--- src/spiCsrPkg.sv ---
`default_nettype none

package spiCsrPkg;

	// --------------------
	// widths
	// --------------------

	// spi word and register data width
	localparam int cUsiBusWidth = 32;
	// address word plus data word
	localparam int cFrameBits = 64;
	// frame bit counter width
	localparam int cBitCntW = $clog2(cFrameBits);
	// index field in address bits 3..0
	localparam int cRegIdxBits = 4;

	// --------------------
	// register map
	// --------------------

	// implemented registers, rest of index space reads zero
	localparam int cRegCount = 8;
	// read-only id at index 0, ascii "SPIC"
	localparam logic [cUsiBusWidth-1:0] cIdValue = 32'h5350_4943;

	// --------------------
	// encodings
	// --------------------

	// opcode in address bits 31..30, 2'b01 decodes as idle
	typedef enum logic [1:0] {
		opIdle  = 2'b00,
		opWrite = 2'b10,
		opRead  = 2'b11
	} usiOpE;

	// framer phases
	typedef enum logic [1:0] {
		stIdle,
		stAdrs,
		stData
	} frameStateE;

endpackage

`default_nettype wire

--- src/spiWordIf.sv ---
`default_nettype none

interface spiWordIf import spiCsrPkg::*; ();

	// last complete word shifted in from mosi
	logic [cUsiBusWidth-1:0] rd;
	// address word done, one cycle
	logic adrsEd;
	// data word done, one cycle
	logic dataEd;
	// csr read data headed back to the framer
	logic [cUsiBusWidth-1:0] miso;

	// framer side
	modport frame (
		output rd, adrsEd, dataEd,
		input  miso
	);

	// bridge side
	modport bridge (
		input  rd, adrsEd, dataEd,
		output miso
	);

endinterface

`default_nettype wire

--- src/spiSlaveFrame.sv ---
`default_nettype none

module spiSlaveFrame import spiCsrPkg::*; (
	input  wire  iSCLK,
	input  wire  arstN,
	input  wire  spiSck,
	input  wire  spiCsN,
	input  wire  spiMosi,
	output logic spiMiso,
	spiWordIf.frame wordBus
);

	// --------------------
	// pin sync
	// --------------------

	// sck gets a third stage for edge detect
	logic [2:0] sckSr;
	logic [1:0] csSr;
	logic [1:0] mosiSr;
	logic sckRise;
	logic sckFall;
	logic csSync;

	always_ff @(posedge iSCLK or negedge arstN)
	begin
		if (!arstN)
		begin
			sckSr  <= '0;
			// chip select idles high
			csSr   <= 2'b11;
			mosiSr <= '0;
		end
		else
		begin
			sckSr  <= {sckSr[1:0], spiSck};
			csSr   <= {csSr[0], spiCsN};
			mosiSr <= {mosiSr[0], spiMosi};
		end
	end

	// edges on the second stage, lined up with mosiSr[1]
	assign sckRise = sckSr[1] & ~sckSr[2];
	assign sckFall = ~sckSr[1] & sckSr[2];
	assign csSync  = csSr[1];

	// --------------------
	// receive fsm
	// --------------------

	frameStateE state;
	logic [cBitCntW-1:0] bitCnt;
	logic [cUsiBusWidth-1:0] shiftIn;
	logic [cUsiBusWidth-1:0] shiftNext;

	// word including the bit being sampled now
	assign shiftNext = {shiftIn[cUsiBusWidth-2:0], mosiSr[1]};

	always_ff @(posedge iSCLK or negedge arstN)
	begin
		if (!arstN)
		begin
			state          <= stIdle;
			bitCnt         <= '0;
			wordBus.adrsEd <= 1'b0;
			wordBus.dataEd <= 1'b0;
		end
		else
		begin
			// strobes only live one cycle
			wordBus.adrsEd <= 1'b0;
			wordBus.dataEd <= 1'b0;
			if (csSync)
			begin
				// deselect or abort, drop the partial frame
				state  <= stIdle;
				bitCnt <= '0;
			end
			else
			begin
				case (state)
					stIdle:
					begin
						state  <= stAdrs;
						bitCnt <= '0;
					end
					stAdrs:
					begin
						if (sckRise)
						begin
							bitCnt <= bitCnt + 1'b1;
							// address bit 0 just sampled
							if (bitCnt == cBitCntW'(cUsiBusWidth - 1))
							begin
								wordBus.adrsEd <= 1'b1;
								state          <= stData;
							end
						end
					end
					stData:
					begin
						if (sckRise)
						begin
							bitCnt <= bitCnt + 1'b1;
							if (bitCnt == cBitCntW'(cFrameBits - 1))
							begin
								wordBus.dataEd <= 1'b1;
								state          <= stIdle;
							end
						end
					end
					default:
						state <= stIdle;
				endcase
			end
		end
	end

	// payload path, no reset
	always_ff @(posedge iSCLK)
	begin
		if (sckRise)
			shiftIn <= shiftNext;
		// publish each finished word with its strobe
		if (sckRise && !csSync && state != stIdle && bitCnt[cBitCntW-2:0] == '1)
			wordBus.rd <= shiftNext;
	end

	// --------------------
	// transmit
	// --------------------

	logic loadMiso;
	logic [cUsiBusWidth-1:0] misoShift;

	// bridge read data is settled one cycle after adrsEd
	always_ff @(posedge iSCLK or negedge arstN)
	begin
		if (!arstN)
			loadMiso <= 1'b0;
		else
			loadMiso <= wordBus.adrsEd;
	end

	always_ff @(posedge iSCLK)
	begin
		if (loadMiso)
			misoShift <= wordBus.miso;
		else if (sckFall && state == stData)
			misoShift <= {misoShift[cUsiBusWidth-2:0], 1'b0};
	end

	// msb goes out on the first data phase falling edge
	always_ff @(posedge iSCLK or negedge arstN)
	begin
		if (!arstN)
			spiMiso <= 1'b0;
		else if (state != stData || csSync)
			spiMiso <= 1'b0;
		else if (sckFall)
			spiMiso <= misoShift[cUsiBusWidth-1];
	end

	// --------------------
	// checks
	// --------------------

	// address and data strobes are distinct phases
	assert property (@(posedge iSCLK) disable iff (!arstN)
		!(wordBus.adrsEd && wordBus.dataEd));

	// no strobe visible once chip select is high
	assert property (@(posedge iSCLK) disable iff (!arstN)
		(wordBus.adrsEd || wordBus.dataEd) |-> !csSync);

endmodule

`default_nettype wire

--- src/spiBusBridge.sv ---
`default_nettype none

module spiBusBridge import spiCsrPkg::*; (
	input  wire                     iSCLK,
	input  wire                     arstN,
	input  wire  [cUsiBusWidth-1:0] usiRd,
	output logic [cUsiBusWidth-1:0] usiWd,
	output logic [cUsiBusWidth-1:0] usiAdrs,
	spiWordIf.bridge wordBus
);

	// address word of the frame in flight
	logic [cUsiBusWidth-1:0] adrsHold;
	usiOpE newOp;
	usiOpE holdOp;

	// opcode of the word arriving now and of the held one
	assign newOp  = usiOpE'(wordBus.rd[cUsiBusWidth-1:cUsiBusWidth-2]);
	assign holdOp = usiOpE'(adrsHold[cUsiBusWidth-1:cUsiBusWidth-2]);

	always_ff @(posedge iSCLK or negedge arstN)
	begin
		if (!arstN)
			adrsHold <= '0;
		else if (wordBus.adrsEd)
			adrsHold <= wordBus.rd;
	end

	// --------------------
	// bus access
	// --------------------

	// reads go out right after the address word,
	// writes wait for the data word
	always_ff @(posedge iSCLK or negedge arstN)
	begin
		if (!arstN)
			usiAdrs <= '0;
		else if (wordBus.adrsEd && newOp == opRead)
			usiAdrs <= wordBus.rd;
		else if (wordBus.dataEd && holdOp == opWrite)
			usiAdrs <= adrsHold;
		else
			usiAdrs <= '0;
	end

	// write data lines up with the write address
	always_ff @(posedge iSCLK)
	begin
		usiWd <= wordBus.rd;
	end

	// csr read data straight back to the framer
	assign wordBus.miso = usiRd;

	// one-cycle access only
	assert property (@(posedge iSCLK) disable iff (!arstN)
		(usiAdrs != '0) |=> (usiAdrs == '0));

endmodule

`default_nettype wire

--- src/csrRegBank.sv ---
`default_nettype none

module csrRegBank import spiCsrPkg::*; (
	input  wire                     iSCLK,
	input  wire                     arstN,
	input  wire  [cUsiBusWidth-1:0] usiWd,
	input  wire  [cUsiBusWidth-1:0] usiAdrs,
	output logic [cUsiBusWidth-1:0] usiRd
);

	// --------------------
	// decode
	// --------------------

	usiOpE op;
	logic [cRegIdxBits-1:0] idx;
	logic wrEn;

	assign op   = usiOpE'(usiAdrs[cUsiBusWidth-1:cUsiBusWidth-2]);
	assign idx  = usiAdrs[cRegIdxBits-1:0];
	assign wrEn = (op == opWrite);

	// --------------------
	// storage
	// --------------------

	// index 0 is the id, not stored
	logic [cUsiBusWidth-1:0] regs [1:cRegCount-1];

	always_ff @(posedge iSCLK or negedge arstN)
	begin
		if (!arstN)
		begin
			for (int i = 1; i < cRegCount; i++)
				regs[i] <= '0;
		end
		else if (wrEn && idx != '0 && idx < cRegIdxBits'(cRegCount))
		begin
			regs[idx] <= usiWd;
		end
	end

	// read mux, straight from the index bits
	always_comb
	begin
		if (idx == '0)
			usiRd = cIdValue;
		else if (idx < cRegIdxBits'(cRegCount))
			usiRd = regs[idx];
		else
			// hole above the implemented range
			usiRd = '0;
	end

	// bridge must hand over a clean address every cycle
	assert property (@(posedge iSCLK) disable iff (!arstN)
		!$isunknown(usiAdrs));

endmodule

`default_nettype wire

--- src/spiCsrTop.sv ---
`default_nettype none

module spiCsrTop import spiCsrPkg::*; (
	input  wire  iSCLK,
	input  wire  arstN,
	input  wire  spiSck,
	input  wire  spiCsN,
	input  wire  spiMosi,
	output logic spiMiso
);

	// framer to bridge words
	spiWordIf wordBus0 ();

	// bridge to register bank
	logic [cUsiBusWidth-1:0] usiAdrs;
	logic [cUsiBusWidth-1:0] usiWd;
	logic [cUsiBusWidth-1:0] usiRd;

	// --------------------
	// blocks
	// --------------------

	spiSlaveFrame frame0 (
		.iSCLK   (iSCLK),
		.arstN   (arstN),
		.spiSck  (spiSck),
		.spiCsN  (spiCsN),
		.spiMosi (spiMosi),
		.spiMiso (spiMiso),
		.wordBus (wordBus0.frame)
	);

	spiBusBridge bridge0 (
		.iSCLK   (iSCLK),
		.arstN   (arstN),
		.usiRd   (usiRd),
		.usiWd   (usiWd),
		.usiAdrs (usiAdrs),
		.wordBus (wordBus0.bridge)
	);

	csrRegBank regBank0 (
		.iSCLK   (iSCLK),
		.arstN   (arstN),
		.usiWd   (usiWd),
		.usiAdrs (usiAdrs),
		.usiRd   (usiRd)
	);

endmodule

`default_nettype wire

--- config.mk ---
export PLATFORM = sky130hd
export DESIGN_NAME = spiCsrTop
export DESIGN_NICKNAME = d
export VERILOG_FILES = /design/src/spiCsrPkg.sv /design/src/spiWordIf.sv /design/src/spiSlaveFrame.sv /design/src/spiBusBridge.sv /design/src/csrRegBank.sv /design/src/spiCsrTop.sv
export SDC_FILE = /design/constraint.sdc
export NUM_CORES = 1
export LEC_CHECK = 0
export BUFFER_PORTS_ARGS = -buffer_cell sky130_fd_sc_hd__buf_2
export CAP_MARGIN = 20
export CORE_ASPECT_RATIO = 0.5
export CORE_MARGIN = 8
export CORE_UTILIZATION = 60
export DETAILED_ROUTE_END_ITERATION = 7
export GPL_ROUTABILITY_DRIVEN = 0
export HOLD_SLACK_MARGIN = 0.08
export PLACE_DENSITY = 0.79
export RECOVER_POWER = 25
export SLEW_MARGIN = 20
export SYNTH_ARGS = -nofsm -noshare
export SYNTH_HDL_FRONTEND = slang
export SYNTH_SLANG_ARGS = --single-unit
--- constraint.sdc ---
create_clock -name iSCLK -period 5.6 [get_ports iSCLK]
set_clock_uncertainty 0.15 [all_clocks]
set_input_delay 0.28 -clock iSCLK [delete_from_list [all_inputs] [get_ports iSCLK]]
set_output_delay 0.28 -clock iSCLK [all_outputs]
set_load 0.02 [all_outputs]
# Word-level counts from Yosys, hierarchy flattened
# Cells that the tools add are included.
[totals] in_bits=5 ff_bits=434 elab_cells=97
[classes] magnitude_cmp=3 addsub=1 n_eq_ne=14 n_reduce_logical=21 bitwise=5 mux=31
[op_table] operator="$mux 32" n=9
[op_table] operator="$bwmux 224" n=1
[op_table] operator="$bmux 32 s3" n=1
[op_table] operator="$demux 32 s3" n=1
[op_table] operator="$ne 3x1->1 const B" n=5
[op_table] operator="$mux 6" n=2
[op_table] operator="$pmux 6 s2" n=1
[op_table] operator="$mux 1" n=10
[op_table] operator="$mux 2" n=5
[op_table] operator="$logic_and 1x1->1" n=9
[op_table] operator="$eq 2x2->1 const B" n=4
[op_table] operator="$add 6x1->6 const B" n=1
[op_table] operator="$eq 6x5->1 const B" n=1
[op_table] operator="$eq 6x6->1 const B" n=1
[op_table] operator="$pmux 2 s3" n=1
[op_table] operator="$reduce_bool 2->1" n=3
[op_table] operator="$eq 5x5->1 const B" n=1
[op_table] operator="$ge 5x4->1 const B" n=1
[op_table] operator="$lt 5x1->1 const B" n=1
[op_table] operator="$not 4->5" n=1
[op_table] operator="$logic_not 4->1" n=1
[op_table] operator="$lt 4x4->1 const B" n=1
[op_table] operator="$reduce_and 4->1" n=1
[op_table] operator="$reduce_bool 4->1" n=1
[op_table] operator="other kinds (10)" n=12

# Logic depth before layout (Yosys ltp)
[depth] word_depth=7 mapped_depth=8 depth_no_buf=6

# Hierarchy
# A second synthesis with hierarchy kept.
[hier_totals] hier_cells=1218 area_unflattened_um2=18043.6
[modules_own_cells] mod="csrRegBank" area_each_um2=10267.3 cells_per_inst=694 n_inst=1
[modules_own_cells] mod="spiSlaveFrame" area_each_um2=4187.8 cells_per_inst=218 n_inst=1
[modules_own_cells] mod="spiBusBridge" area_each_um2=3588.4 cells_per_inst=306 n_inst=1

# Worst setup path after synthesis
# OpenSTA, ideal clock, no wires.
[synth_timing] path_kind="register -> register" from="register frame0.bitCnt[0]" to="register frame0.wordBus.rd[0], enable pin" required_ns=4.937 arrival_time_ns=4.234 path_stages_with_launch=5 path_slack_ns=0.703 path_cell_list="dfrtp_1 -> ha_1 -> and3_1 -> ha_1 -> nor4b_1"
[synth_via] elab_chain_cells=2
[synth_rtl] item="start: declaration" line_no="spiSlaveFrame.sv:52" source="logic [cBitCntW-1:0] bitCnt;"
[synth_rtl] item="start signal: assignment" line_no="spiSlaveFrame.sv:91" source="bitCnt <= bitCnt + 1'b1;"
[synth_rtl] item="start signal: assignment" line_no="spiSlaveFrame.sv:104" source="bitCnt <= bitCnt + 1'b1;"
[synth_rtl] item="$eq 5x5->1" line_no="spiSlaveFrame.sv:125" source="if (sckRise && !csSync && state != stIdle && bitCnt[cBitCntW-2:0] == '1)"
[synth_rtl] item="$logic_and 1x1->1" line_no="spiSlaveFrame.sv:125"
[synth_rtl] item="end signal: assignment" line_no="spiSlaveFrame.sv:126" source="wordBus.rd <= shiftNext;"
[synth_rtl] item="end: declaration" line_no="spiWordIf.sv:16" source="output rd, adrsEd, dataEd,"
# No other way between the ends.
# A chain may end at the register's enable or synchronous reset.

# Final worst setup path
[layout_timing] from="register bridge0.usiAdrs[0]" to="register regBank0.regs[21] in the netlist's numbering"
[layout_via] elab_chain_cells=6 word_cells_on_any_way=11
[layout_rtl] item="start: declaration" line_no="spiBusBridge.sv:8" source="output logic [cUsiBusWidth-1:0] usiAdrs,"
[layout_rtl] item="start signal: assignment" line_no="spiBusBridge.sv:40" source="usiAdrs <= wordBus.rd;"
[layout_rtl] item="start signal: assignment" line_no="spiBusBridge.sv:42" source="usiAdrs <= adrsHold;"
[layout_rtl] item="$not 4->5 (not written as such)" line_no="csrRegBank.sv:39" source="regs[idx] <= usiWd;"
[layout_rtl] item="$ge 5x4->1 (not written as such) or $lt 5x1->1 (tied branches)" line_no="csrRegBank.sv:39"
[layout_rtl] item="$logic_and 1x1->1 (not written as such)" line_no="csrRegBank.sv:39"
[layout_rtl] item="$mux 32 (not written as such)" line_no="csrRegBank.sv:39"
[layout_rtl] item="$demux 32 s3" line_no="csrRegBank.sv:39"
[layout_rtl] item="$bwmux 224" line_no="csrRegBank.sv:39"
[layout_rtl] item="end signal: indexed assignment" line_no="csrRegBank.sv:39"
[layout_rtl] item="end: declaration" line_no="csrRegBank.sv:28" source="logic [cUsiBusWidth-1:0] regs [1:cRegCount-1];"
# Several ways; a longest one is shown, not always the timed one.

==> results.json <==
{
  "grt_max_degree": 144,
  "die_h_um": 130,
  "ys_ff_latch": 382,
  "synth_top_area_cell": "dfrtp_1",
  "max_clock_freq_mhz": 305,
  "synth.distinct_cells": 57,
  "drc_errors": 0,
  "firstDrtPassIters": 5,
  "crit_type": "reg2reg",
  "clockRootBuffer": "clkbuf_16",
  "yosys_warnings": 0,
  "crit_fanout": 54,
  "failed_checks": "capacitance limit, slew limit",
  "status": "finished with violations",
  "worstMarginPinSlew_ps": 2660,
  "syn_area_per_cell_um2": 16.0,
  "layout_min_cycle_time_ps": 3280,
  "synth-main-ff-cell": "dfrtp_1",
  "syn_area_um2": 15500,
  "postCtsResizedCells": 0,
  "areaGrowthSynthToFinish_pct": 9.05,
  "postPlaceCellArea_um2": 15700,
  "start_util_pct": 61.4,
  "path_buf_inv": 1,
  "insertion_delay_ps": 510,
  "maxCapViolCount": 1,
  "hold_path_class": "reg2reg",
  "viasPerCell": 6.22,
  "hpwl_um": 17200,
  "final_common_cell": "mux2_2",
  "synthTopCellsByArea": "dfrtp_1 (41%), mux2_2 (18%), edfxtp_1 (18%), dfxtp_1 (4.1%), mux4_2 (3.5%)",
  "overflow": 0,
  "critPathLaunchType": "flop",
  "nets": 979,
  "syn_inst": 971,
  "rows": 41,
  "crit_required_ps": 5840,
  "power.density_nw_per_um2": 315,
  "peakVddDrop_uv": 184,
  "io_pins": 6,
  "grtUsageTotal_pct": 19.9,
  "seq_area_frac_synth_pct": 63.5,
  "synth.net_count": 982,
  "cts_setup_buffers": 0,
  "vias": 8320,
  "critical-path-top-delay-family": "simple AND/OR/NAND/NOR gates",
  "final_antenna_net_count": 0,
  "wl_per_cell_um": 23.1,
  "wl_um": 30900,
  "die_area_um2": 31600,
  "finalCritPeriodShare_pct": 58.6,
  "cts_hold_buf": 4,
  "clk_pin_slew_ps": 70,
  "io_buffer_count": 5,
  "final_area_um2": 17000,
  "cts_buffer_depth": 3,
  "drive_gt1_share_pct": 37.4,
  "relSlewSlack_pct": -77.2,
  "antenna_found_initial": 2,
  "cp_slowest_stage_delay_ps": 1050,
  "leakagePower_nw": 7.66,
  "grt_pass1_vias": 9014,
  "crit_arrival_ps": 3530,
  "numCtsBuffers": 34,
  "async_reset_ff_share_pct": 66.8,
  "synth_top_area_share_pct": 40.7,
  "synth_edf_count": 95,
  "setup_viol": 0,
  "grt_pass1_wl_um": 50100,
  "n_antenna_cell": 0,
  "cp-end-kind": "flop",
  "die_x_um": 244,
  "r2r_slack_ps": 2320,
  "hold_viol_final": 0,
  "fin_tns_setup_ps": 0,
  "final_cell_mix": "mux2_2 (254), dfrtp_1 (250), edfxtp_1 (95)",
  "slew_violations": 45,
  "drt-initial-drc-count": 662,
  "rsz0062_at_grt": "no",
  "h-tree-depth": 2,
  "cts_sinks": 382,
  "coreArea_um2": 25300,
  "crit_path_top_delay_cell": "and3_2",
  "cts_tree": "built",
  "path_cells": "buf_4 > and3_2 > mux2_2"
}
==> worst register-to-register path, cell delays in order (launching register included) <==
cell and delay (ps):
dfrtp_4 700, buf_4 780, and3_2 1090, mux2_2 440
==> Yosys cell counts, types with 8 or more instances <==
library cell / instances
mux2_2: 254
dfrtp_1: 253
edfxtp_1: 95
inv_1: 35
dfxtp_1: 32
a221oi_1: 24
mux4_2: 24
nor2b_1: 24
o32ai_1: 20
buf_2: 19
mux2i_1: 18
buf_6: 15
clkbuf_1: 12
nand2b_1: 12
nand2_1: 11
buf_4: 10
mux2_1: 9
o22ai_1: 9
a221oi_2: 8
nor2_1: 8
==> worst paths after layout <==
check	start	endpoint	cells after the start
setup / recovery	bridge0.usiAdrs[0]$_DFF_PN0_	regBank0.regs[21]$_DFFE_PN0P_	3
setup reg to reg	bridge0.usiAdrs[0]$_DFF_PN0_	regBank0.regs[21]$_DFFE_PN0P_	3
hold / removal	frame0.wordBus.rd[22]$_DFFE_PP_	bridge0.usiWd[22]$_DFF_P_	0
max in group asynchronous	arstN	regBank0.regs[69]$_DFFE_PN0P_	3
hold reg to reg	frame0.wordBus.rd[22]$_DFFE_PP_	bridge0.usiWd[22]$_DFF_P_	0
min in group asynchronous	arstN	regBank0.regs[180]$_DFFE_PN0P_	2
==> power by group <==
part / total, mW / leakage (nW) / switching [mW] / internal, mW
Combinational: 0.0813 / 2.50 / 0.0609 / 0.0203
Clock: 2.39 / 0.567 / 0.986 / 1.41
Sequential: 2.87 / 4.60 / 0.0121 / 2.86
Total: 5.35 / 7.66 / 1.06 / 4.29
==> through the flow <==
stage | instances | utilization (%) | power (mW) | worst slack (ps) | hold slack (ps)
after floorplan | 971 | - | 2.95 | 703 | -166
after global placement | 1270 | 62.0 | 3.00 | 2320 | 174
after detailed placement | 1270 | 62.0 | 3.01 | 2310 | 178
after CTS | 1336 | 66.7 | 5.39 | 2290 | 193
after global routing | 1338 | 66.9 | 5.51 | 2160 | 197
final | 1338 | 66.9 | 5.35 | 2320 | 190
==> cells by family (layout without fill, tap and decap cells) <==
logic type	Yosys count	in the layout	synth area share, %
simple gates	83	83	3.29
buf+inv	96	119	3.59
flops	382	382	63.5
fa+ha+maj	6	6	0.483
mux	305	305	23.7
compound gates	99	99	5.43
==> layout make-up <==
type	instances	area (µm²)
clock buffers	55	1070
clock inverters	7	86.3
fillers	1676	8390
inverters	35	131
multi-input cells	493	5150
flip-flops and latches	382	9880
well taps	344	430
repair buffers	22	205
==> per-layer routing <==
layer  track usage [%]  vias up  routed length (µm)
met3              2.79       48                1720
met1              29.2     4406               14500
li1                  -     3622                   -
met5                 0        -                   0
met2              31.4      244               14200
met4              5.09        0                 500
==> registers in the layout, indices dropped and copies added, names as in the netlist, 2 cells and up <==
signal             flops
regBank0.regs        224
bridge0.usiWd         32
frame0.misoShift      32
frame0.wordBus.rd     32
frame0.shiftIn        31
bridge0.adrsHold       6
bridge0.usiAdrs        6
frame0.bitCnt          6
frame0.sckSr           3
frame0.csSr            2
frame0.mosiSr          2
frame0.state           2
Note: power is estimated with default switching activity, not from simulation.
